==> config.mk <==
export PLATFORM = sky130hd
export DESIGN_NAME = axi_mmu_top
export DESIGN_NICKNAME = d
export VERILOG_FILES = /design/src/mmu_xlate_pkg.sv /design/src/axi_mmu_pkg.sv /design/src/axi_mmu_top.sv /design/src/xlate_arbiter.sv /design/src/addr_ch_xlate.sv /design/src/addr_queue.sv
export VERILOG_INCLUDE_DIRS = /design/src /design/src/include
export SDC_FILE = /design/constraint.sdc
export NUM_CORES = 1
export LEC_CHECK = 0
export ABC_CLOCK_PERIOD_IN_PS = 7100
export BUFFER_PORTS_ARGS = -buffer_cell sky130_fd_sc_hd__buf_2
export CORE_AREA = 5 5 170 254
export DETAILED_ROUTE_END_ITERATION = 12
export DIE_AREA = 0 0 175 259
export PLACE_DENSITY = 0.74
export SYNTH_ARGS = -nofsm -noshare
export SYNTH_HDL_FRONTEND = slang
export SYNTH_SLANG_ARGS = --single-unit
==> constraint.sdc <==
create_clock -name s_axi_clk -period 7.1 [get_ports s_axi_clk]
set_clock_uncertainty 0.15 [all_clocks]
set_input_delay 0 -clock s_axi_clk [delete_from_list [all_inputs] [get_ports s_axi_clk]]
set_output_delay 0 -clock s_axi_clk [all_outputs]
set_load 0.005 [all_outputs]
==> src/include/mmu_consts.svh <==
`ifndef MMU_CONSTS_SVH
`define MMU_CONSTS_SVH

// ~~~~~~~~~~~~~~~~~~~~~~~~~~~~~~~~~~~~~~~~~~~~~~~~~~~~~~~~~~~~~~~~~~~~~~~~~~~~
// Address channel widths.
// ~~~~~~~~~~~~~~~~~~~~~~~~~~~~~~~~~~~~~~~~~~~~~~~~~~~~~~~~~~~~~~~~~~~~~~~~~~~~

`define MMU_ADDR_W      32             // AXI address bits.
`define MMU_ID_W        8              // Transaction ID bits.

// 4 KiB pages.
`define MMU_PAGE_OFS_W  12

// ~~~~~~~~~~~~~~~~~~~~~~~~~~~~~~~~~~~~~~~~~~~~~~~~~~~~~~~~~~~~~~~~~~~~~~~~~~~~
// Address queue sizing.
// ~~~~~~~~~~~~~~~~~~~~~~~~~~~~~~~~~~~~~~~~~~~~~~~~~~~~~~~~~~~~~~~~~~~~~~~~~~~~

`define MMU_AQ_DEPTH    4              // Beats waiting per channel.
`define MMU_AQ_PTR_W    $clog2(`MMU_AQ_DEPTH)

`endif
==> src/mmu_xlate_pkg.sv <==
package mmu_xlate_pkg;

`include "mmu_consts.svh"

    // Page number and offset split of an address.
    typedef logic [`MMU_ADDR_W-`MMU_PAGE_OFS_W-1:0] vpn_t;
    typedef logic [`MMU_ADDR_W-`MMU_PAGE_OFS_W-1:0] ppn_t;
    typedef logic [`MMU_PAGE_OFS_W-1:0]             page_ofs_t;

    // Requester of a translation.
    // The value is what the translator sees on xlate_is_write.
    typedef enum logic {
        CHAN_RD = 1'b0,
        CHAN_WR = 1'b1
    } xlate_chan_e;

endpackage

==> src/axi_mmu_pkg.sv <==
package axi_mmu_pkg;

`include "mmu_consts.svh"

    // Plain AXI address channel fields.
    typedef logic [`MMU_ADDR_W-1:0] axi_addr_t;
    typedef logic [`MMU_ID_W-1:0]   axi_id_t;
    typedef logic [7:0]             axi_len_t;    // Beats minus one.
    typedef logic [2:0]             axi_size_t;   // Log2 of bytes per beat.

    // AXI burst encoding.
    typedef enum logic [1:0] {
        FIXED = 2'b00,
        INCR  = 2'b01,
        WRAP  = 2'b10
    } axi_burst_t;

    // One address beat as it sits in a channel queue.
    typedef struct packed {
        axi_id_t    id;
        axi_addr_t  addr;
        axi_len_t   len;
        axi_size_t  size;
        axi_burst_t burst;
    } addr_beat_t;

endpackage

==> src/axi_mmu_top.sv <==
`timescale 1ns/10ps

module axi_mmu_top (
    input  logic                    s_axi_clk,
    input  logic                    arst_n,
    // Slave write address.
    input  axi_mmu_pkg::axi_id_t    s_axi_awid,
    input  axi_mmu_pkg::axi_addr_t  s_axi_awaddr,
    input  axi_mmu_pkg::axi_len_t   s_axi_awlen,
    input  axi_mmu_pkg::axi_size_t  s_axi_awsize,
    input  axi_mmu_pkg::axi_burst_t s_axi_awburst,
    input  logic                    s_axi_awvalid,
    output logic                    s_axi_awready,
    // Slave read address.
    input  axi_mmu_pkg::axi_id_t    s_axi_arid,
    input  axi_mmu_pkg::axi_addr_t  s_axi_araddr,
    input  axi_mmu_pkg::axi_len_t   s_axi_arlen,
    input  axi_mmu_pkg::axi_size_t  s_axi_arsize,
    input  axi_mmu_pkg::axi_burst_t s_axi_arburst,
    input  logic                    s_axi_arvalid,
    output logic                    s_axi_arready,
    // Master write address.
    output axi_mmu_pkg::axi_id_t    m_axi_awid,
    output axi_mmu_pkg::axi_addr_t  m_axi_awaddr,
    output axi_mmu_pkg::axi_len_t   m_axi_awlen,
    output axi_mmu_pkg::axi_size_t  m_axi_awsize,
    output axi_mmu_pkg::axi_burst_t m_axi_awburst,
    output logic                    m_axi_awvalid,
    input  logic                    m_axi_awready,
    // Master read address.
    output axi_mmu_pkg::axi_id_t    m_axi_arid,
    output axi_mmu_pkg::axi_addr_t  m_axi_araddr,
    output axi_mmu_pkg::axi_len_t   m_axi_arlen,
    output axi_mmu_pkg::axi_size_t  m_axi_arsize,
    output axi_mmu_pkg::axi_burst_t m_axi_arburst,
    output logic                    m_axi_arvalid,
    input  logic                    m_axi_arready,
    // Translator.
    output logic                    xlate_req,
    output mmu_xlate_pkg::vpn_t     xlate_vpn,
    output logic                    xlate_is_write,
    input  logic                    xlate_ack,
    input  mmu_xlate_pkg::ppn_t     xlate_ppn,
    input  logic                    xlate_drop
);

    logic                wr_tr_req;
    mmu_xlate_pkg::vpn_t wr_tr_vpn;
    logic                wr_done;
    logic                rd_tr_req;
    mmu_xlate_pkg::vpn_t rd_tr_vpn;
    logic                rd_done;
    mmu_xlate_pkg::ppn_t res_ppn;   // Shared result, qualified by done.
    logic                res_drop;

    // ~~~~~~~~~~~~~~~~~~~~~~~~~~~~~~~~~~~~~~~~~~~~~~~~~~~~~~~~~~~~~~~~~~~~~~~~
    // Address channels.
    // ~~~~~~~~~~~~~~~~~~~~~~~~~~~~~~~~~~~~~~~~~~~~~~~~~~~~~~~~~~~~~~~~~~~~~~~~

    addr_ch_xlate u_wr_ch (
        .s_axi_clk (s_axi_clk),
        .arst_n    (arst_n),
        .s_id      (s_axi_awid),
        .s_addr    (s_axi_awaddr),
        .s_len     (s_axi_awlen),
        .s_size    (s_axi_awsize),
        .s_burst   (s_axi_awburst),
        .s_valid   (s_axi_awvalid),
        .s_ready   (s_axi_awready),
        .tr_req    (wr_tr_req),
        .tr_vpn    (wr_tr_vpn),
        .tr_done   (wr_done),
        .tr_ppn    (res_ppn),
        .tr_drop   (res_drop),
        .m_id      (m_axi_awid),
        .m_addr    (m_axi_awaddr),
        .m_len     (m_axi_awlen),
        .m_size    (m_axi_awsize),
        .m_burst   (m_axi_awburst),
        .m_valid   (m_axi_awvalid),
        .m_ready   (m_axi_awready)
    );

    addr_ch_xlate u_rd_ch (
        .s_axi_clk (s_axi_clk),
        .arst_n    (arst_n),
        .s_id      (s_axi_arid),
        .s_addr    (s_axi_araddr),
        .s_len     (s_axi_arlen),
        .s_size    (s_axi_arsize),
        .s_burst   (s_axi_arburst),
        .s_valid   (s_axi_arvalid),
        .s_ready   (s_axi_arready),
        .tr_req    (rd_tr_req),
        .tr_vpn    (rd_tr_vpn),
        .tr_done   (rd_done),
        .tr_ppn    (res_ppn),
        .tr_drop   (res_drop),
        .m_id      (m_axi_arid),
        .m_addr    (m_axi_araddr),
        .m_len     (m_axi_arlen),
        .m_size    (m_axi_arsize),
        .m_burst   (m_axi_arburst),
        .m_valid   (m_axi_arvalid),
        .m_ready   (m_axi_arready)
    );

    // One translator for both channels.
    xlate_arbiter u_arb (
        .s_axi_clk      (s_axi_clk),
        .arst_n         (arst_n),
        .wr_req         (wr_tr_req),
        .wr_vpn         (wr_tr_vpn),
        .rd_req         (rd_tr_req),
        .rd_vpn         (rd_tr_vpn),
        .wr_done        (wr_done),
        .rd_done        (rd_done),
        .res_ppn        (res_ppn),
        .res_drop       (res_drop),
        .xlate_req      (xlate_req),
        .xlate_vpn      (xlate_vpn),
        .xlate_is_write (xlate_is_write),
        .xlate_ack      (xlate_ack),
        .xlate_ppn      (xlate_ppn),
        .xlate_drop     (xlate_drop)
    );

endmodule

==> src/xlate_arbiter.sv <==
`timescale 1ns/10ps

module xlate_arbiter (
    input  logic                s_axi_clk,
    input  logic                arst_n,
    // Channel requesters.
    input  logic                wr_req,
    input  mmu_xlate_pkg::vpn_t wr_vpn,
    input  logic                rd_req,
    input  mmu_xlate_pkg::vpn_t rd_vpn,
    output logic                wr_done,
    output logic                rd_done,
    output mmu_xlate_pkg::ppn_t res_ppn,
    output logic                res_drop,
    // External translator, four-phase.
    output logic                xlate_req,
    output mmu_xlate_pkg::vpn_t xlate_vpn,
    output logic                xlate_is_write,
    input  logic                xlate_ack,
    input  mmu_xlate_pkg::ppn_t xlate_ppn,
    input  logic                xlate_drop
);

    typedef enum logic [1:0] {
        IDLE,
        REQ,
        RELEASE,
        WAIT_ACK_LOW
    } arb_state_e;

    arb_state_e                 state;
    mmu_xlate_pkg::xlate_chan_e grant_chan;   // Also the last grant.
    mmu_xlate_pkg::xlate_chan_e next_chan;
    logic                       grant;
    logic                       capture;
    logic                       done_r;

    // ~~~~~~~~~~~~~~~~~~~~~~~~~~~~~~~~~~~~~~~~~~~~~~~~~~~~~~~~~~~~~~~~~~~~~~~~
    // Round-robin pick.
    // ~~~~~~~~~~~~~~~~~~~~~~~~~~~~~~~~~~~~~~~~~~~~~~~~~~~~~~~~~~~~~~~~~~~~~~~~

    always_comb begin
        if (wr_req && rd_req) begin
            if (grant_chan == mmu_xlate_pkg::CHAN_WR) begin
                next_chan = mmu_xlate_pkg::CHAN_RD;
            end else begin
                next_chan = mmu_xlate_pkg::CHAN_WR;
            end
        end else if (wr_req) begin
            next_chan = mmu_xlate_pkg::CHAN_WR;
        end else begin
            next_chan = mmu_xlate_pkg::CHAN_RD;
        end
    end

    // Grant only once the previous ack has dropped.
    assign grant   = (state == IDLE) && !xlate_ack && (wr_req || rd_req);
    assign capture = (state == REQ) && xlate_ack;

    always_ff @(posedge s_axi_clk or negedge arst_n) begin
        if (!arst_n) begin
            state      <= IDLE;
            grant_chan <= mmu_xlate_pkg::CHAN_RD;  // Write wins first tie.
            xlate_req  <= 1'b0;
            done_r     <= 1'b0;
        end else begin
            case (state)
                IDLE: begin
                    if (grant) begin
                        grant_chan <= next_chan;
                        xlate_req  <= 1'b1;
                        state      <= REQ;
                    end
                end
                REQ: begin
                    if (capture) begin
                        xlate_req <= 1'b0;
                        done_r    <= 1'b1;
                        state     <= RELEASE;
                    end
                end
                RELEASE: begin                     // Done pulse is out.
                    done_r <= 1'b0;
                    state  <= WAIT_ACK_LOW;
                end
                WAIT_ACK_LOW: begin
                    if (!xlate_ack) begin
                        state <= IDLE;
                    end
                end
                default: state <= IDLE;
            endcase
        end
    end

    always_ff @(posedge s_axi_clk) begin
        if (grant) begin
            xlate_vpn <= (next_chan == mmu_xlate_pkg::CHAN_WR) ? wr_vpn : rd_vpn;
        end
        if (capture) begin
            res_ppn  <= xlate_ppn;
            res_drop <= xlate_drop;
        end
    end

    assign xlate_is_write = (grant_chan == mmu_xlate_pkg::CHAN_WR);
    assign wr_done        = done_r && (grant_chan == mmu_xlate_pkg::CHAN_WR);
    assign rd_done        = done_r && (grant_chan == mmu_xlate_pkg::CHAN_RD);

endmodule

==> src/addr_ch_xlate.sv <==
`timescale 1ns/10ps

`include "mmu_consts.svh"

module addr_ch_xlate (
    input  logic                    s_axi_clk,
    input  logic                    arst_n,
    // Slave side.
    input  axi_mmu_pkg::axi_id_t    s_id,
    input  axi_mmu_pkg::axi_addr_t  s_addr,
    input  axi_mmu_pkg::axi_len_t   s_len,
    input  axi_mmu_pkg::axi_size_t  s_size,
    input  axi_mmu_pkg::axi_burst_t s_burst,
    input  logic                    s_valid,
    output logic                    s_ready,
    // Translation request to the arbiter.
    output logic                    tr_req,
    output mmu_xlate_pkg::vpn_t     tr_vpn,
    input  logic                    tr_done,
    input  mmu_xlate_pkg::ppn_t     tr_ppn,
    input  logic                    tr_drop,
    // Master side.
    output axi_mmu_pkg::axi_id_t    m_id,
    output axi_mmu_pkg::axi_addr_t  m_addr,
    output axi_mmu_pkg::axi_len_t   m_len,
    output axi_mmu_pkg::axi_size_t  m_size,
    output axi_mmu_pkg::axi_burst_t m_burst,
    output logic                    m_valid,
    input  logic                    m_ready
);

    axi_mmu_pkg::addr_beat_t   s_beat;
    axi_mmu_pkg::addr_beat_t   q_head;
    axi_mmu_pkg::addr_beat_t   xl_beat;
    axi_mmu_pkg::addr_beat_t   m_beat;
    mmu_xlate_pkg::page_ofs_t  head_ofs;
    logic                      q_push;
    logic                      q_full;
    logic                      q_empty;
    logic                      out_free;

    // ~~~~~~~~~~~~~~~~~~~~~~~~~~~~~~~~~~~~~~~~~~~~~~~~~~~~~~~~~~~~~~~~~~~~~~~~
    // Slave side into the queue.
    // ~~~~~~~~~~~~~~~~~~~~~~~~~~~~~~~~~~~~~~~~~~~~~~~~~~~~~~~~~~~~~~~~~~~~~~~~

    always_comb begin
        s_beat.id    = s_id;
        s_beat.addr  = s_addr;
        s_beat.len   = s_len;
        s_beat.size  = s_size;
        s_beat.burst = s_burst;
    end

    assign s_ready = !q_full;
    assign q_push  = s_valid && !q_full;

    addr_queue u_queue (
        .s_axi_clk (s_axi_clk),
        .arst_n    (arst_n),
        .push      (q_push),
        .push_beat (s_beat),
        .pop       (tr_done),       // Kept and dropped beats both leave.
        .head_beat (q_head),
        .full      (q_full),
        .empty     (q_empty)
    );

    // ~~~~~~~~~~~~~~~~~~~~~~~~~~~~~~~~~~~~~~~~~~~~~~~~~~~~~~~~~~~~~~~~~~~~~~~~
    // Translation of the queue head.
    // ~~~~~~~~~~~~~~~~~~~~~~~~~~~~~~~~~~~~~~~~~~~~~~~~~~~~~~~~~~~~~~~~~~~~~~~~

    assign tr_vpn   = q_head.addr[`MMU_ADDR_W-1:`MMU_PAGE_OFS_W];
    assign head_ofs = q_head.addr[`MMU_PAGE_OFS_W-1:0];

    // Register is free now or is taken by the master this cycle.
    assign out_free = !m_valid || m_ready;

    always_ff @(posedge s_axi_clk or negedge arst_n) begin
        if (!arst_n) begin
            tr_req <= 1'b0;
        end else if (tr_done) begin
            tr_req <= 1'b0;
        end else if (!tr_req && !q_empty && out_free) begin
            tr_req <= 1'b1;
        end
    end

    // Physical page joined to the original offset.
    always_comb begin
        xl_beat      = q_head;
        xl_beat.addr = {tr_ppn, head_ofs};
    end

    always_ff @(posedge s_axi_clk) begin
        if (tr_done && !tr_drop) begin
            m_beat <= xl_beat;
        end
    end

    always_ff @(posedge s_axi_clk or negedge arst_n) begin
        if (!arst_n) begin
            m_valid <= 1'b0;
        end else if (tr_done && !tr_drop) begin
            m_valid <= 1'b1;
        end else if (m_ready) begin
            m_valid <= 1'b0;
        end
    end

    assign m_id    = m_beat.id;
    assign m_addr  = m_beat.addr;
    assign m_len   = m_beat.len;
    assign m_size  = m_beat.size;
    assign m_burst = m_beat.burst;

endmodule

==> src/addr_queue.sv <==
`timescale 1ns/10ps

`include "mmu_consts.svh"

module addr_queue (
    input  logic                    s_axi_clk,
    input  logic                    arst_n,
    input  logic                    push,
    input  axi_mmu_pkg::addr_beat_t push_beat,
    input  logic                    pop,
    output axi_mmu_pkg::addr_beat_t head_beat,
    output logic                    full,
    output logic                    empty
);

    localparam int DEPTH = `MMU_AQ_DEPTH;
    localparam int PTR_W = `MMU_AQ_PTR_W;

    axi_mmu_pkg::addr_beat_t mem [DEPTH];
    logic [PTR_W-1:0]        wr_ptr;
    logic [PTR_W-1:0]        rd_ptr;
    logic [PTR_W:0]          count;     // One bit wider to hold DEPTH.
    logic                    do_push;
    logic                    do_pop;

    // Wrap at DEPTH, so depths that are not a power of two work too.
    function automatic logic [PTR_W-1:0] ptr_inc(input logic [PTR_W-1:0] ptr);
        if (ptr == PTR_W'(DEPTH - 1)) begin
            return '0;
        end
        return ptr + 1'b1;
    endfunction

    assign do_push   = push && !full;
    assign do_pop    = pop && !empty;
    assign full      = (count == (PTR_W + 1)'(DEPTH));
    assign empty     = (count == '0);
    assign head_beat = mem[rd_ptr];    // Valid only while not empty.

    always_ff @(posedge s_axi_clk) begin
        if (do_push) begin
            mem[wr_ptr] <= push_beat;
        end
    end

    always_ff @(posedge s_axi_clk or negedge arst_n) begin
        if (!arst_n) begin
            wr_ptr <= '0;
            rd_ptr <= '0;
            count  <= '0;
        end else begin
            if (do_push) begin
                wr_ptr <= ptr_inc(wr_ptr);
            end
            if (do_pop) begin
                rd_ptr <= ptr_inc(rd_ptr);
            end
            if (do_push && !do_pop) begin
                count <= count + 1'b1;
            end else if (do_pop && !do_push) begin
                count <= count - 1'b1;
            end
        end
    end

endmodule

== After elaboration in Yosys (flattened, before gate mapping) ==
Memory sizes are Yosys's and may differ from the RTL's.
Cells that the tools add are included.
Word-level totals
  input bits: 134
  word-level logic and storage cells: 149
  memory bits (writable): 424
  output and inout bits: 132
  register bits: 170
  memories: 2
Cells by class
  mux-type cells: 45
  bitwise gates (word level): 1
  equality and inequality tests: 12
  add/sub/neg operators: 8
  reductions and logical operators: 54
Memories
  u_rd_ch.u_queue.mem: depth 4, width 53, read ports 1, clocked after Yosys merged registers in 0, write ports 1, RTL line addr_queue.sv:19  | axi_mmu_pkg::addr_beat_t mem [DEPTH];
  u_wr_ch.u_queue.mem: depth 4, width 53, read ports 1, clocked after Yosys merged registers in 0, write ports 1, RTL line addr_queue.sv:19
Operators with widths (count)
  $mux W1: 26
  $logic_and A1 B1 Y1: 22
  $mux W2: 11
  $mux W20: 1
  $reduce_bool A2 Y1: 8
  $logic_not A1 Y1: 14
  $eq A2 B2 Y1 const B: 6
  $mux W3: 4
  $add A2 B1 Y2 const B: 4
  $pmux W2 S4: 1
  $add A3 B1 Y3 const B: 2
  $eq A3 B3 Y1 const B: 2
  $logic_not A3 Y1: 2
  $reduce_and A3 Y1: 2
  $sub A3 B1 Y3 const B: 2
  $ne A2 B1 Y1 const B: 2
  $pmux W1 S2: 2
  $reduce_and A2 Y1: 2
  $logic_or A1 B1 Y1: 3
  $eq A2 B1 Y1 const B: 1
  $logic_not A2 Y1: 1
  $ne A2 B2 Y1 const B: 1
  $not A1 Y1: 1

== Longest topological paths before layout ==
Gate-level depths: netlist (run 1).
  depth after elaboration: 8
  depth in mapped cells: 9
  gate-level depth less buffers: 9

== Modules after synthesis ==
A second synthesis (run 1) with hierarchy kept.
Second synthesis, totals
  cell total of the unflattened synthesis: 851
  area, all modules: 21369.2 sq um
Modules (own cells, without submodules)
  addr_queue at u_wr_ch.u_queue: sequential area each 6541.3 sq um, cells each 314, times used 1, area each 8080.2 sq um
  addr_queue at u_rd_ch.u_queue: sequential area each 6541.3 sq um, cells each 314, times used 1, area each 8079.0 sq um
  addr_ch_xlate: sequential area each 1641.6 sq um, cells each 63, times used 2, area each 1682.9 sq um
  xlate_arbiter: sequential area each 1356.3 sq um, cells each 97, times used 1, area each 1844.3 sq um

== Worst setup path before layout (run 1) ==
OpenSTA, ideal clock, no wires.
  path kind: reg2reg
  start point: register u_arb.grant_chan (netlist: u_arb.xlate_is_write)
  end point: register u_rd_ch.m_beat (netlist bit u_rd_ch.m_addr[0]) (enable)
  period minus slack after synthesis: 3478 ps
  required time: 6486 ps
  stages on the path, launching flop included: 3
  arrival time: 2864 ps
  setup time: 464 ps
  path slack: 3622 ps
  path buffers: 0
  path through: dfrtp_1 nand2b_1 nor2_1
On the way
  longest elaborated chain between the ends: 3
Ends and longest elaborated chain
  start: declaration: RTL line xlate_arbiter.sv:32  | mmu_xlate_pkg::xlate_chan_e grant_chan;
  start signal: assignment: RTL line xlate_arbiter.sv:63  | grant_chan <= mmu_xlate_pkg::CHAN_RD;
  start signal: assignment: RTL line xlate_arbiter.sv:70  | grant_chan <= next_chan;
  $not A1 Y1: RTL line xlate_arbiter.sv:108  | assign rd_done = done_r && (grant_chan == mmu_xlate_pkg::CHAN_RD);
  $logic_and A1 B1 Y1: RTL line xlate_arbiter.sv:108
  $logic_and A1 B1 Y1: RTL line addr_ch_xlate.sv:95  | if (tr_done && !tr_drop) begin
  end signal: assignment: RTL line addr_ch_xlate.sv:96  | m_beat <= xl_beat;
  end: declaration: RTL line addr_ch_xlate.sv:35  | axi_mmu_pkg::addr_beat_t m_beat;
No other way between the ends.
A chain may end at the register's enable or synchronous reset.

== Final worst setup path (run 1) ==
  start point: register u_rd_ch.u_queue.rd_ptr[0]
  end point: register u_arb.xlate_vpn[0] (data pin)
On the way
  longest elaborated chain between the ends: 2
Ends and longest elaborated chain
  start: declaration: RTL line addr_queue.sv:21  | logic [PTR_W-1:0] rd_ptr;
  start signal: assignment: RTL line addr_queue.sv:56  | rd_ptr <= ptr_inc(rd_ptr);
  $mem_v2 Z4 W53
  $mux W20: RTL line xlate_arbiter.sv:98  | xlate_vpn <= (next_chan == mmu_xlate_pkg::CHAN_WR) ? wr_vpn : rd_vpn;
  end signal: assignment: RTL line xlate_arbiter.sv:98
  end: declaration: RTL line xlate_arbiter.sv:17  | output mmu_xlate_pkg::vpn_t xlate_vpn,
No other way between the ends.

==> results of run 1 <==
area by class of cell:
cell class	count	area (sq um)	share of cell area, %
well taps	511	639.4	2.405
multi-input cells	214	3453	12.99
clock buffers	64	1368	5.143
inverters	11	41.29	0.1553
diodes	3	7.507	0.02823
flip-flops and latches	594	17730	66.69
clock inverters	31	257.7	0.9694
repair buffers	444	3090	11.62
kinds of logic (layout without fill, tap and decap cells):
group           after synthesis  after routing  share of synthesized area [%]
compound gates               14             14                         0.4332
xor+xnor                      6              6                         0.2459
fa+ha+maj                    19             19                          1.183
buf+inv                      37            550                          1.101
flops                       594            594                          82.92
mux                         139            139                          13.29
other cells                   0              3                              0
simple gates                 36             36                         0.8254
repair_timing:
action | in CTS | in global routing
hold buffers | 164 | 0
setup buffers | 0 | 0
setup endpoints to repair | 0 | 0
endpoints found under the hold margin | 481 | 0
worst max-delay path: cells and delay by family (launching register included):
family,cells,cell delay (ps)
mux,2,930
buf+inv,1,710
flops,1,650
through the flow:
| stage | util (%) | hold WS, ps | power [mW] | setup WS, ps |
|---|---|---|---|---|
| 3_5_place_dp | 57.17 | -122.4 | 7.354 | 4297 |
| 4_1_cts | 65.21 | 0.8000 | 10.14 | 4301 |
| 3_3_place_gp | 57.17 | -132.3 | 7.250 | 4353 |
| 5_1_grt | 65.23 | 14.44 | 10.49 | 4183 |
| 2_1_floorplan | - | -445.6 | 6.652 | 3622 |
| 6_report | 65.23 | 27.00 | 9.993 | 4374 |
how the worst min path moves through the flow:
stage	start	to	slack, ps
after floorplan	arst_n	u_arb.done_r$_DFFE_PN0P_	-450
after global placement	arst_n	u_arb.xlate_is_write$_DFFE_PN0P_	-130
after detailed placement	arst_n	u_rd_ch.tr_req$_DFFE_PN0P_	-120
after CTS	s_axi_araddr[30]	u_rd_ch.u_queue.mem[3][43]$_DFFE_PP_	0.8
after global routing	xlate_ppn[10]	u_arb.res_ppn[10]$_DFFE_PP_	10
final	s_axi_araddr[2]	u_rd_ch.u_queue.mem[2][15]$_DFFE_PP_	30
layer usage:
layer,up-vias,share of wire (%)
met5,-,0.032
met4,2,2.3
met3,65,5.7
met2,307,54
met1,5197,38
li1,4489,-
cells in the mapped netlist, drive strengths merged:
cell type,instances
edfxtp,571
mux4,106
mux2,32
buf,24
dfrtp,23
ha,17
nor2,14
inv,11
and2,8
nand2,4
nand2b,4
xor2,4
a21boi,3
a21oi,3
o21ai,3
clkbuf,2
fa,2
nor2b,2
nor3,2
xnor2,2
a31oi,1
mux2i,1
nand3,1
o21a,1
o22a,1
o2bb2ai,1
o32ai,1
or3,1
sequential cells by signal (all words and copies together) (netlist names), 2 cells and up:
register and count:
u_arb.res_ppn 20, u_arb.state 2, u_arb.xlate_vpn 20, u_rd_ch.m_addr 32
u_rd_ch.m_burst 2, u_rd_ch.m_id 8, u_rd_ch.m_len 8, u_rd_ch.m_size 3
u_rd_ch.u_queue.count 3, u_rd_ch.u_queue.mem 212, u_rd_ch.u_queue.rd_ptr 2, u_rd_ch.u_queue.wr_ptr 2
u_wr_ch.m_addr 32, u_wr_ch.m_burst 2, u_wr_ch.m_id 8, u_wr_ch.m_len 8
u_wr_ch.m_size 3, u_wr_ch.u_queue.count 3, u_wr_ch.u_queue.mem 212, u_wr_ch.u_queue.rd_ptr 2
u_wr_ch.u_queue.wr_ptr 2
power breakdown:
group	leakage, nW	total, mW	internal, mW	switching [mW]
combinational	3.03	2.26	1.13	1.13
clock	0.796	2.69	1.51	1.18
sequential	5.49	5.04	4.76	0.276
==> results.yml, run 1 <==
global_route:
  grt_pass1_vias: 11090
  grt_overflow: 0
  grt_use_met3_pct: 3.482
  met1_usage_pct: 21.97
  track_usage_pct: 18.14
  busiest_layer: "met2"
  grt_max_degree: 56
  grt_antenna_before_repair: 4
  grt_pass1_wl_um: 63430
  use_met2_pct: 33.34
route:
  drt_iter0_markers: 695
  drc: 0
  ant_nets: 0
  wl_per_cell_um: 22.01
  vias: 10060
  drtPass1Iterations: 5
  vias_per_cell: 5.374
  wl_um: 41200
clocking:
  cts_tree: "built"
  cts-resized-gates: 0
  htreeDepth: 2
  clkTransAtPathRegs_ps: 60
  cts_buffers: 52
  clock_sinks: 594
  insertion_delay_ps: 580
  clockRootBuffer: "clkbuf_16"
  clockBufferDepth: 3
floorplan:
  die_height_um: 259
  pin_count: 266
  coreArea_sq_mm: 0.04076
  rows: 91
  initial_core_util_pct: 52.43
  die-area_sq_mm: 0.04533
  die_w_um: 175
cells_and_area:
  stdcell_count: 1872
  layout_common_cells: "edfxtp_1, buf_2, dlygate4sd3_1, mux4_2, clkbuf_16"
  area_delta_synth_final_pct: 24.41
  design_area_sq_mm: 0.02659
  num-fill-cells: 2685
  final_common_cell: "edfxtp_1"
  fin_nets: 1470
  drive_gt1_share_pct: 36.52
critical_path:
  crit_path_start_kind: "flip-flop"
  crit_slowest_cell: "buf_4"
  reg2reg_to: "u_arb.xlate_vpn[0]$_DFFE_PP_"
  ff2ff_setup_slack_ps: 4370
  worstPathArrival_ps: 2880
  critPathLaunch: "u_rd_ch.u_queue.rd_ptr[0]$_DFFE_PN0P_"
  r2r_cells: 3
  critical-path-max-stage-delay_ps: 710
  criticalPathCategory: "reg -> reg"
  path_cells: "buf_4, mux4_1, mux2_2"
  worstReg2RegStart: "u_rd_ch.u_queue.rd_ptr[0]$_DFFE_PN0P_"
  endpoint_kind: "flip-flop"
  path_max_fanout: 38
  crit_end: "u_arb.xlate_vpn[0]$_DFFE_PP_"
  worstPathRequired_ps: 7260
logic_synthesis:
  synth_top_area_share_pct: 80.23
  ys_types: 34
  netlist_instances: 845
  syn-num-nets: 998
  synth_seq_area_share_pct: 82.92
  avgSynthCellArea_sq_um: 25.29
  yosys.area.top_type: "edfxtp_1"
  synth_area_sq_mm: 0.02137
  synth_area_leaders: "edfxtp_1, mux4_2, dfrtp_1, mux4_1, mux2_2"
  ys_seq_elements: 594
  yosys_warnings: 0
timing:
  worstMarginPinSlew_ps: 1072
  hold_viol_final: 0
  setup_tns_ps: 0
  fmax_ghz: 0.3668
  setup_violations: 0
  slew_viol_final: 0
  min_period_ps: 2726
  final.period_utilization_pct: 38.39
  max_slew_margin_pct: 28.36
  rsz0062_at_grt: "false"
power_and_ir_drop:
  p_per_area_mw_per_mm2: 375.8
  leakagePower_nw: 9.316
  ir_worst_vdd_uv: 227.1
placement:
  port_buffers: 265
  gp_congestion: 0.7372
  place_inst: 1610
  dpl-instance-area_sq_mm: 0.02330
  dpl.hpwl_um: 23710
run_status:
  outcome: "finished, final reports clean"
hold_path:
  worstHoldPathType: "in -> reg"
  holdPathStages: 2
job:
  maxCapViolCount: 0
(Power assumes the default switching activity.)
==> run 2: changes to the inputs <==
--- a/config.mk
+++ b/config.mk
@@ -6,12 +6,12 @@
 export SDC_FILE = /design/constraint.sdc
 export NUM_CORES = 1
 export LEC_CHECK = 0
-export ABC_CLOCK_PERIOD_IN_PS = 7100
+export ABC_CLOCK_PERIOD_IN_PS = 2300
 export BUFFER_PORTS_ARGS = -buffer_cell sky130_fd_sc_hd__buf_2
-export CORE_AREA = 5 5 170 254
+export CORE_AREA = 5 5 172 257
 export DETAILED_ROUTE_END_ITERATION = 12
-export DIE_AREA = 0 0 175 259
-export PLACE_DENSITY = 0.74
+export DIE_AREA = 0 0 177 262
+export PLACE_DENSITY = 0.76
 export SYNTH_ARGS = -nofsm -noshare
 export SYNTH_HDL_FRONTEND = slang
 export SYNTH_SLANG_ARGS = --single-unit
==> constraint.sdc (replaced) <==
create_clock -name s_axi_clk -period 2.3 [get_ports s_axi_clk]
set_clock_uncertainty 0.15 [all_clocks]
set_input_delay 0 -clock s_axi_clk [delete_from_list [all_inputs] [get_ports s_axi_clk]]
set_output_delay 0 -clock s_axi_clk [all_outputs]
set_load 0.005 [all_outputs]
==> run 2 against run 1 <==
Register-to-register slack got worse by 4300 ps; final area rose by 1.7%; sequential cell count did not move; count of clock-buffer cells in the layout fell by 5; die area rose by 2.3%; sequential power rose to 3.1 times the previous value; non-clock buffer count rose by 12; critical path type unchanged.
==> results.yml, run 2 (synthesized netlist as in run 1, its figures left out) <==
power_and_ir_drop:
  p_sw_mw: 8.210
  finalPower_mw: 31.77
  ir_worst_vdd_uv: 940.0
  switching_share_pct: 25.85
  p_per_area_mw_per_mm2: 1175
  p_comb_share_pct: 24.6
  p_clk_share_pct: 26.9
  leakagePower_nw: 9.473
  p_seq_share_pct: 48.5
  intPower_mw: 23.56
floorplan:
  pin_count: 266
  die_height_um: 262
  die_w_um: 177
  die-area_sq_mm: 0.04637
  rows: 92
  initial_core_util_pct: 51.29
  coreArea_sq_mm: 0.04167
route:
  vias_per_cell: 5.243
  wl_per_cell_um: 22.33
  drc: 0
  vias: 10150
  drtPass1Iterations: 4
  ant_nets: 0
  drt_iter0_markers: 623
  wl_um: 43240
cells_and_area:
  fin_nets: 1482
  stdcell_count: 1936
  drive_gt1_share_pct: 38.38
  final_common_cell: "edfxtp_1"
  layout_common_cells: "edfxtp_1, buf_2, dlygate4sd3_1, mux4_2, clkbuf_16"
  area_delta_synth_final_pct: 26.47
  largestRegisters: "u_rd_ch.u_queue.mem x212, u_wr_ch.u_queue.mem x212"
critical_path:
  criticalPathCategory: "reg -> reg"
  r2r_cells: 8
  endpoint_kind: "flip-flop"
  worstPathArrival_ps: 2540
  reg2reg_to: "u_wr_ch.u_queue.count[2]$_DFFE_PN0P_"
  worstPathRequired_ps: 2640
  crit_path_start_kind: "flip-flop"
  ff2ff_setup_slack_ps: 100
  worstReg2RegStart: "u_wr_ch.u_queue.count[2]$_DFFE_PN0P_"
  path_max_fanout: 4
timing:
  min_period_ps: 2204
  setup_tns_ps: 0
  max_slew_margin_pct: 68.82
  slew_viol_final: 0
  hold_viol_final: 0
  worstMarginPinSlew_ps: 467.6
  setup_violations: 0
  final.period_utilization_pct: 95.81
  fmax_ghz: 0.4538
  rsz0062_at_grt: "false"
hold_path:
  holdPathStages: 2
  hold-path-endpoint: "u_arb.res_ppn[16]$_DFFE_PP_"
  hp-start: "xlate_ppn[16]"
  worstHoldPathType: "in -> reg"
run_status:
  outcome: "finished, final reports clean"
global_route:
  grt_pass1_wl_um: 65380
  grt_overflow: 0
  track_usage_pct: 18.68
  grt_max_degree: 54
  grt_antenna_before_repair: 5
  grt_pass1_vias: 11210
clocking:
  clkTransAtPathRegs_ps: 70
  clock_sinks: 594
  cts_tree: "built"
  insertion_delay_ps: 570
  clockBufferDepth: 3
  clockRootBuffer: "clkbuf_16"
  cts_setup_buffers: 0
  htreeDepth: 2
  cts_buffers: 52
placement:
  port_buffers: 265
  dpl.hpwl_um: 25640
  gp_congestion: 0.7236
  place_inst: 1688
job:
  maxCapViolCount: 0
==> run 2: cell types whose count changed in the layout (fill, tap and decap cells not counted), sizes merged <==
cell / before / now
bufinv: 4 / 6
clkinvlp: 2 / 3
diode: 3 / 4
dlygate4sd3: 163 / 150
clkinv: 23 / 24
buf: 281 / 306
inv: 13 / 12
clkbuf: 64 / 59
==> run 2: repair_timing <==
| action | in CTS | in global routing |
|---|---|---|
| hold buffers | 151 | 0 |
| endpoints found under the setup margin | 0 | 1 |
| hold endpoints to repair | 506 | 0 |
| gates resized for setup | 0 | 4 |
==> run 2: worst max-delay path by stage <==
stage / startpoint / endpoint / cells past startpoint
floorplan: u_arb.state[0]$_DFFE_PN0P_ / u_arb.xlate_vpn[0]$_DFFE_PP_ / 4
finish: u_wr_ch.u_queue.count[2]$_DFFE_PN0P_ / u_wr_ch.u_queue.count[2]$_DFFE_PN0P_ / 8
global route: u_wr_ch.u_queue.count[1]$_DFFE_PN0P_ / u_wr_ch.u_queue.count[2]$_DFFE_PN0P_ / 8
detailed placement: u_rd_ch.u_queue.count[0]$_DFFE_PN0P_ / u_rd_ch.u_queue.count[2]$_DFFE_PN0P_ / 9
global placement: u_wr_ch.u_queue.count[1]$_DFFE_PN0P_ / u_wr_ch.u_queue.count[2]$_DFFE_PN0P_ / 8
CTS: u_wr_ch.u_queue.count[1]$_DFFE_PN0P_ / u_wr_ch.u_queue.count[2]$_DFFE_PN0P_ / 8
==> run 2: layout make-up <==
class,count,area (sq um)
clock inverter,34,329.1
multi-input combinational,214,3476
inverter,11,41.29
clock buffer,59,1349
timing repair buffer,456,3386
tap,564,705.7
fill,2810,14640
sequential,594,17730
antenna,4,10.01
==> run 2: routing by layer <==
metal | vias up | wire length, um | part of all wire, % | track usage [%]
li1 | 4513 | - | - | -
met1 | 5260 | 15660 | 36 | 22.06
met2 | 302 | 24200 | 56 | 35.22
met3 | 71 | 2374 | 5.5 | 3.238
met4 | 4 | 984 | 2.3 | 5.097
met5 | - | 21 | 0.049 | 0
==> run 2: metrics by stage <==
step | setup WS (ps) | utilization [%] | hold slack [ps] | area [sq um]
after floorplan | 129.0 | - | -445.6 | 21400
after global placement | 200.5 | 57.11 | -115.7 | 23800
after detailed placement | 95.15 | 57.11 | -118.1 | 23800
after CTS | 76.64 | 64.79 | 2.910 | 27000
after global routing | 3.167 | 64.86 | 0.8252 | 27030
final | 96.32 | 64.86 | 10.19 | 27030
==> run 2: power groups by stage <==
| stage | sequential [mW] | clock, mW | combinational, mW |
|---|---|---|---|
| after floorplan | 15.4 | 0 | 5.11 |
| after global routing | 15.6 | 9.19 | 8.49 |
| final | 15.4 | 8.55 | 7.81 |
| after global placement | 15.5 | 0 | 7.54 |
| after CTS | 15.4 | 8.70 | 7.96 |
| after detailed placement | 15.6 | 0 | 7.72 |
==> run 2: critical path, cell delays in order (launching register included) <==
cell and delay [ps]:
dfrtp_1 420, or3_4 370, nand3_2 140, ha_4 150
inv_1 50, fa_1 370, xor2_1 170, nor2_1 140
xor2_1 160
==> run 3: changes to the inputs <==
--- a/config.mk
+++ b/config.mk
@@ -6,11 +6,12 @@
 export SDC_FILE = /design/constraint.sdc
 export NUM_CORES = 1
 export LEC_CHECK = 0
+export ABC_AREA = 1
 export ABC_CLOCK_PERIOD_IN_PS = 2300
 export BUFFER_PORTS_ARGS = -buffer_cell sky130_fd_sc_hd__buf_2
-export CORE_AREA = 5 5 172 257
+export CORE_AREA = 5 5 174 259
 export DETAILED_ROUTE_END_ITERATION = 12
-export DIE_AREA = 0 0 177 262
+export DIE_AREA = 0 0 179 264
 export PLACE_DENSITY = 0.76
 export SYNTH_ARGS = -nofsm -noshare
 export SYNTH_HDL_FRONTEND = slang
==> run 3 against run 2 <==
Total power increased by 5.9%; clock power increased by 11%; final area increased by 1.9%; combinational power increased by 12%; critical endpoint unchanged.
==> results.yml, run 3 <==
timing:
  max_slew_margin_pct: 28.12
  whs_ps: 24.25
  slew_viol_final: 0
  min_period_ps: 2047
  worstMarginPinSlew_ps: 1075
  setup_violations: 0
  fmax_ghz: 0.4885
  final.period_utilization_pct: 88.99
  hold_viol_final: 0
  rsz0062_at_grt: "false"
hold_path:
  worstHoldPathType: "in -> reg"
  hold-path-endpoint: "u_arb.res_ppn[10]$_DFFE_PP_"
  holdPathStages: 2
  hp-start: "xlate_ppn[10]"
power_and_ir_drop:
  p_clk_share_pct: 28.1
  p_seq_share_pct: 45.8
  intPower_mw: 23.25
  leakagePower_nw: 10.13
  switching_share_pct: 30.92
  p_comb_share_pct: 26.0
  p_sw_mw: 10.40
  p_per_area_mw_per_mm2: 1221
  ir_worst_vdd_uv: 877.4
cells_and_area:
  drive_gt1_share_pct: 21.41
  design_area_sq_mm: 0.02755
  num-fill-cells: 2854
  final_common_cell: "edfxtp_1"
  area_delta_synth_final_pct: 26.23
  final_util_pct: 64.51
  layout_common_cells: "edfxtp_1, buf_2, nand2_1, dlygate4sd3_1, nor2_1"
  largestRegisters: "u_rd_ch.u_queue.mem x212, u_wr_ch.u_queue.mem x212"
  fin_nets: 2045
clocking:
  insertion_delay_ps: 570
  cts_setup_buffers: 0
  clockRootBuffer: "clkbuf_16"
  htreeDepth: 2
  cts_buffers: 52
  clockBufferDepth: 3
  clkTransAtPathRegs_ps: 70
  cts_tree: "built"
  clock_sinks: 594
logic_synthesis:
  synth_top_flop_cell: "edfxtp_1"
  ys_types: 27
  synth_seq_area_share_pct: 81.20
  synth_area_leaders: "edfxtp_1, nand2_1, nand3_1, o21ai_0, dfrtp_1"
  yosys_warnings: 0
  syn-num-nets: 1602
  async_flop_share_pct: 3.872
  synth_top_area_share_pct: 78.56
  netlist_instances: 1449
  avgSynthCellArea_sq_um: 15.06
  synth_edf_count: 571
  synth.most_common_cell: "edfxtp_1"
  ys_seq_elements: 594
  yosys.area.top_type: "edfxtp_1"
  synth_area_sq_mm: 0.02182
  synthTopCellsByCount: "edfxtp_1, nand2_1, nor2_1"
route:
  vias_per_cell: 5.412
  drc: 0
  drtPass1Iterations: 5
  wl_um: 50910
  wl_per_cell_um: 20.28
  ant_nets: 0
  vias: 13580
  drt_iter0_markers: 1238
run_status:
  outcome: "finished, final reports clean"
placement:
  dpl.hpwl_um: 29240
  dpl-instance-area_sq_mm: 0.02410
  gp_congestion: 0.7940
  port_buffers: 265
critical_path:
  criticalPathCategory: "reg -> reg"
  path_max_fanout: 5
  worstPathArrival_ps: 2380
  worstReg2RegStart: "u_arb.xlate_is_write$_DFFE_PN0P_"
  crit_path_start_kind: "flip-flop"
  r2r_cells: 10
  worstPathRequired_ps: 2640
  reg2reg_to: "u_wr_ch.u_queue.count[2]$_DFFE_PN0P_"
  endpoint_kind: "flip-flop"
  ff2ff_setup_slack_ps: 250
  critPathLaunch: "u_arb.xlate_is_write$_DFFE_PN0P_"
floorplan:
  die_w_um: 179
  die-area_sq_mm: 0.04726
  die_height_um: 264
  initial_core_util_pct: 51.11
  rows: 93
  pin_count: 266
  coreArea_sq_mm: 0.04270
global_route:
  grt_antenna_before_repair: 6
  grt_max_degree: 77
  grt_overflow: 0
  grt_pass1_vias: 13900
  track_usage_pct: 20.91
  grt_pass1_wl_um: 76270
job:
  maxCapViolCount: 0
## run 3: changes by cell type in the layout (fill, tap and decap cells not counted), sizes merged, moves of 3 or more
cell	before	now
mux4	106	0
inv	12	46
nand2b	4	0
nor2	14	148
o22ai	0	67
dlygate4sd3	150	155
nand2	4	213
a21boi	3	0
or2	0	3
mux2	32	0
bufinv	6	13
and2	8	0
o21ai	3	145
nand3	1	130
## run 3: final cells by class
class	count	area, sq um	area share (%)
multi-input cells	736	3587	13.02
inverters	47	187.7	0.6813
well taps	570	713.2	2.589
diodes	6	15.01	0.05450
clock buffers	59	1349	4.896
clock inverters	37	529.3	1.921
repair buffers	461	3436	12.47
flip-flops and latches	594	17730	64.37
## run 3: logic make-up (layout without fill, tap and decap cells)
logic type	count (synthesis)	in the layout	share of synthesized area (%)
flip-flops	594	594	81.20
buffers and inverters	119	604	2.758
AND/OR/NAND/NOR	496	496	9.333
XOR/XNOR	4	4	0.1606
other	0	6	0
AO/OA/AOI/OAI	217	217	5.389
adder cells (fa/ha/maj)	19	19	1.158
## run 3: worst max-delay path by stage
stage / slack [ps] / cells past startpoint / end
2_1_floorplan: -410 / 4 / u_rd_ch.u_queue.mem[0][0]$_DFFE_PP_
3_3_place_gp: 330 / 9 / u_wr_ch.u_queue.count[2]$_DFFE_PN0P_
3_5_place_dp: 270 / 10 / u_wr_ch.u_queue.count[2]$_DFFE_PN0P_
4_1_cts: 250 / 10 / u_wr_ch.u_queue.count[2]$_DFFE_PN0P_
5_1_grt: 40 / 11 / u_rd_ch.u_queue.count[2]$_DFFE_PN0P_
6_report: 250 / 10 / u_wr_ch.u_queue.count[2]$_DFFE_PN0P_
## run 3: metrics by stage
| stage | power [mW] | TNS (ps) | setup WS [ps] | cells |
|---|---|---|---|---|
| 2_1_floorplan | 20.83 | -174470 | -411.5 | 1449 |
| 4_1_cts | 33.67 | 0 | 252.1 | 2503 |
| 6_report | 33.65 | 0 | 253.1 | 2510 |
| 3_5_place_dp | 24.06 | 0 | 272.7 | 2253 |
| 5_1_grt | 35.31 | 0 | 44.42 | 2509 |
| 3_3_place_gp | 23.60 | 0 | 329.3 | 2253 |
## run 3: layer usage
layer	GRT usage, %	up-vias	wire, um
li1	-	6196	-
met1	24.65	6709	18130
met2	38.23	587	27510
met4	6.602	2	1391
met3	3.951	90	3866
met5	0	-	13
## run 3: worst max-delay path: stages, from the launching register on
cell and delay [ps]:
dfrtp_1 430, nand2_1 160, inv_1 90, nand2_1 120, ha_1 180, inv_1 70
fa_1 380, inv_1 60, nand2_1 40, nand3_1 100, xor2_1 170
## run 3: power groups by stage
stage / sequential [mW] / combinational, mW / clock (mW)
after floorplan: 15.5 / 5.35 / 0
after global placement: 15.5 / 8.08 / 0
final: 15.4 / 8.76 / 9.46
after global routing: 15.6 / 9.67 / 10.1
after CTS: 15.4 / 8.72 / 9.56
after detailed placement: 15.6 / 8.46 / 0
## run 3: repair_timing
item / CTS / global route
gates resized for setup: 0 / 0
setup endpoints to repair: 0 / 0
endpoints found under the hold margin: 523 / 1
hold buffers: 154 / 1
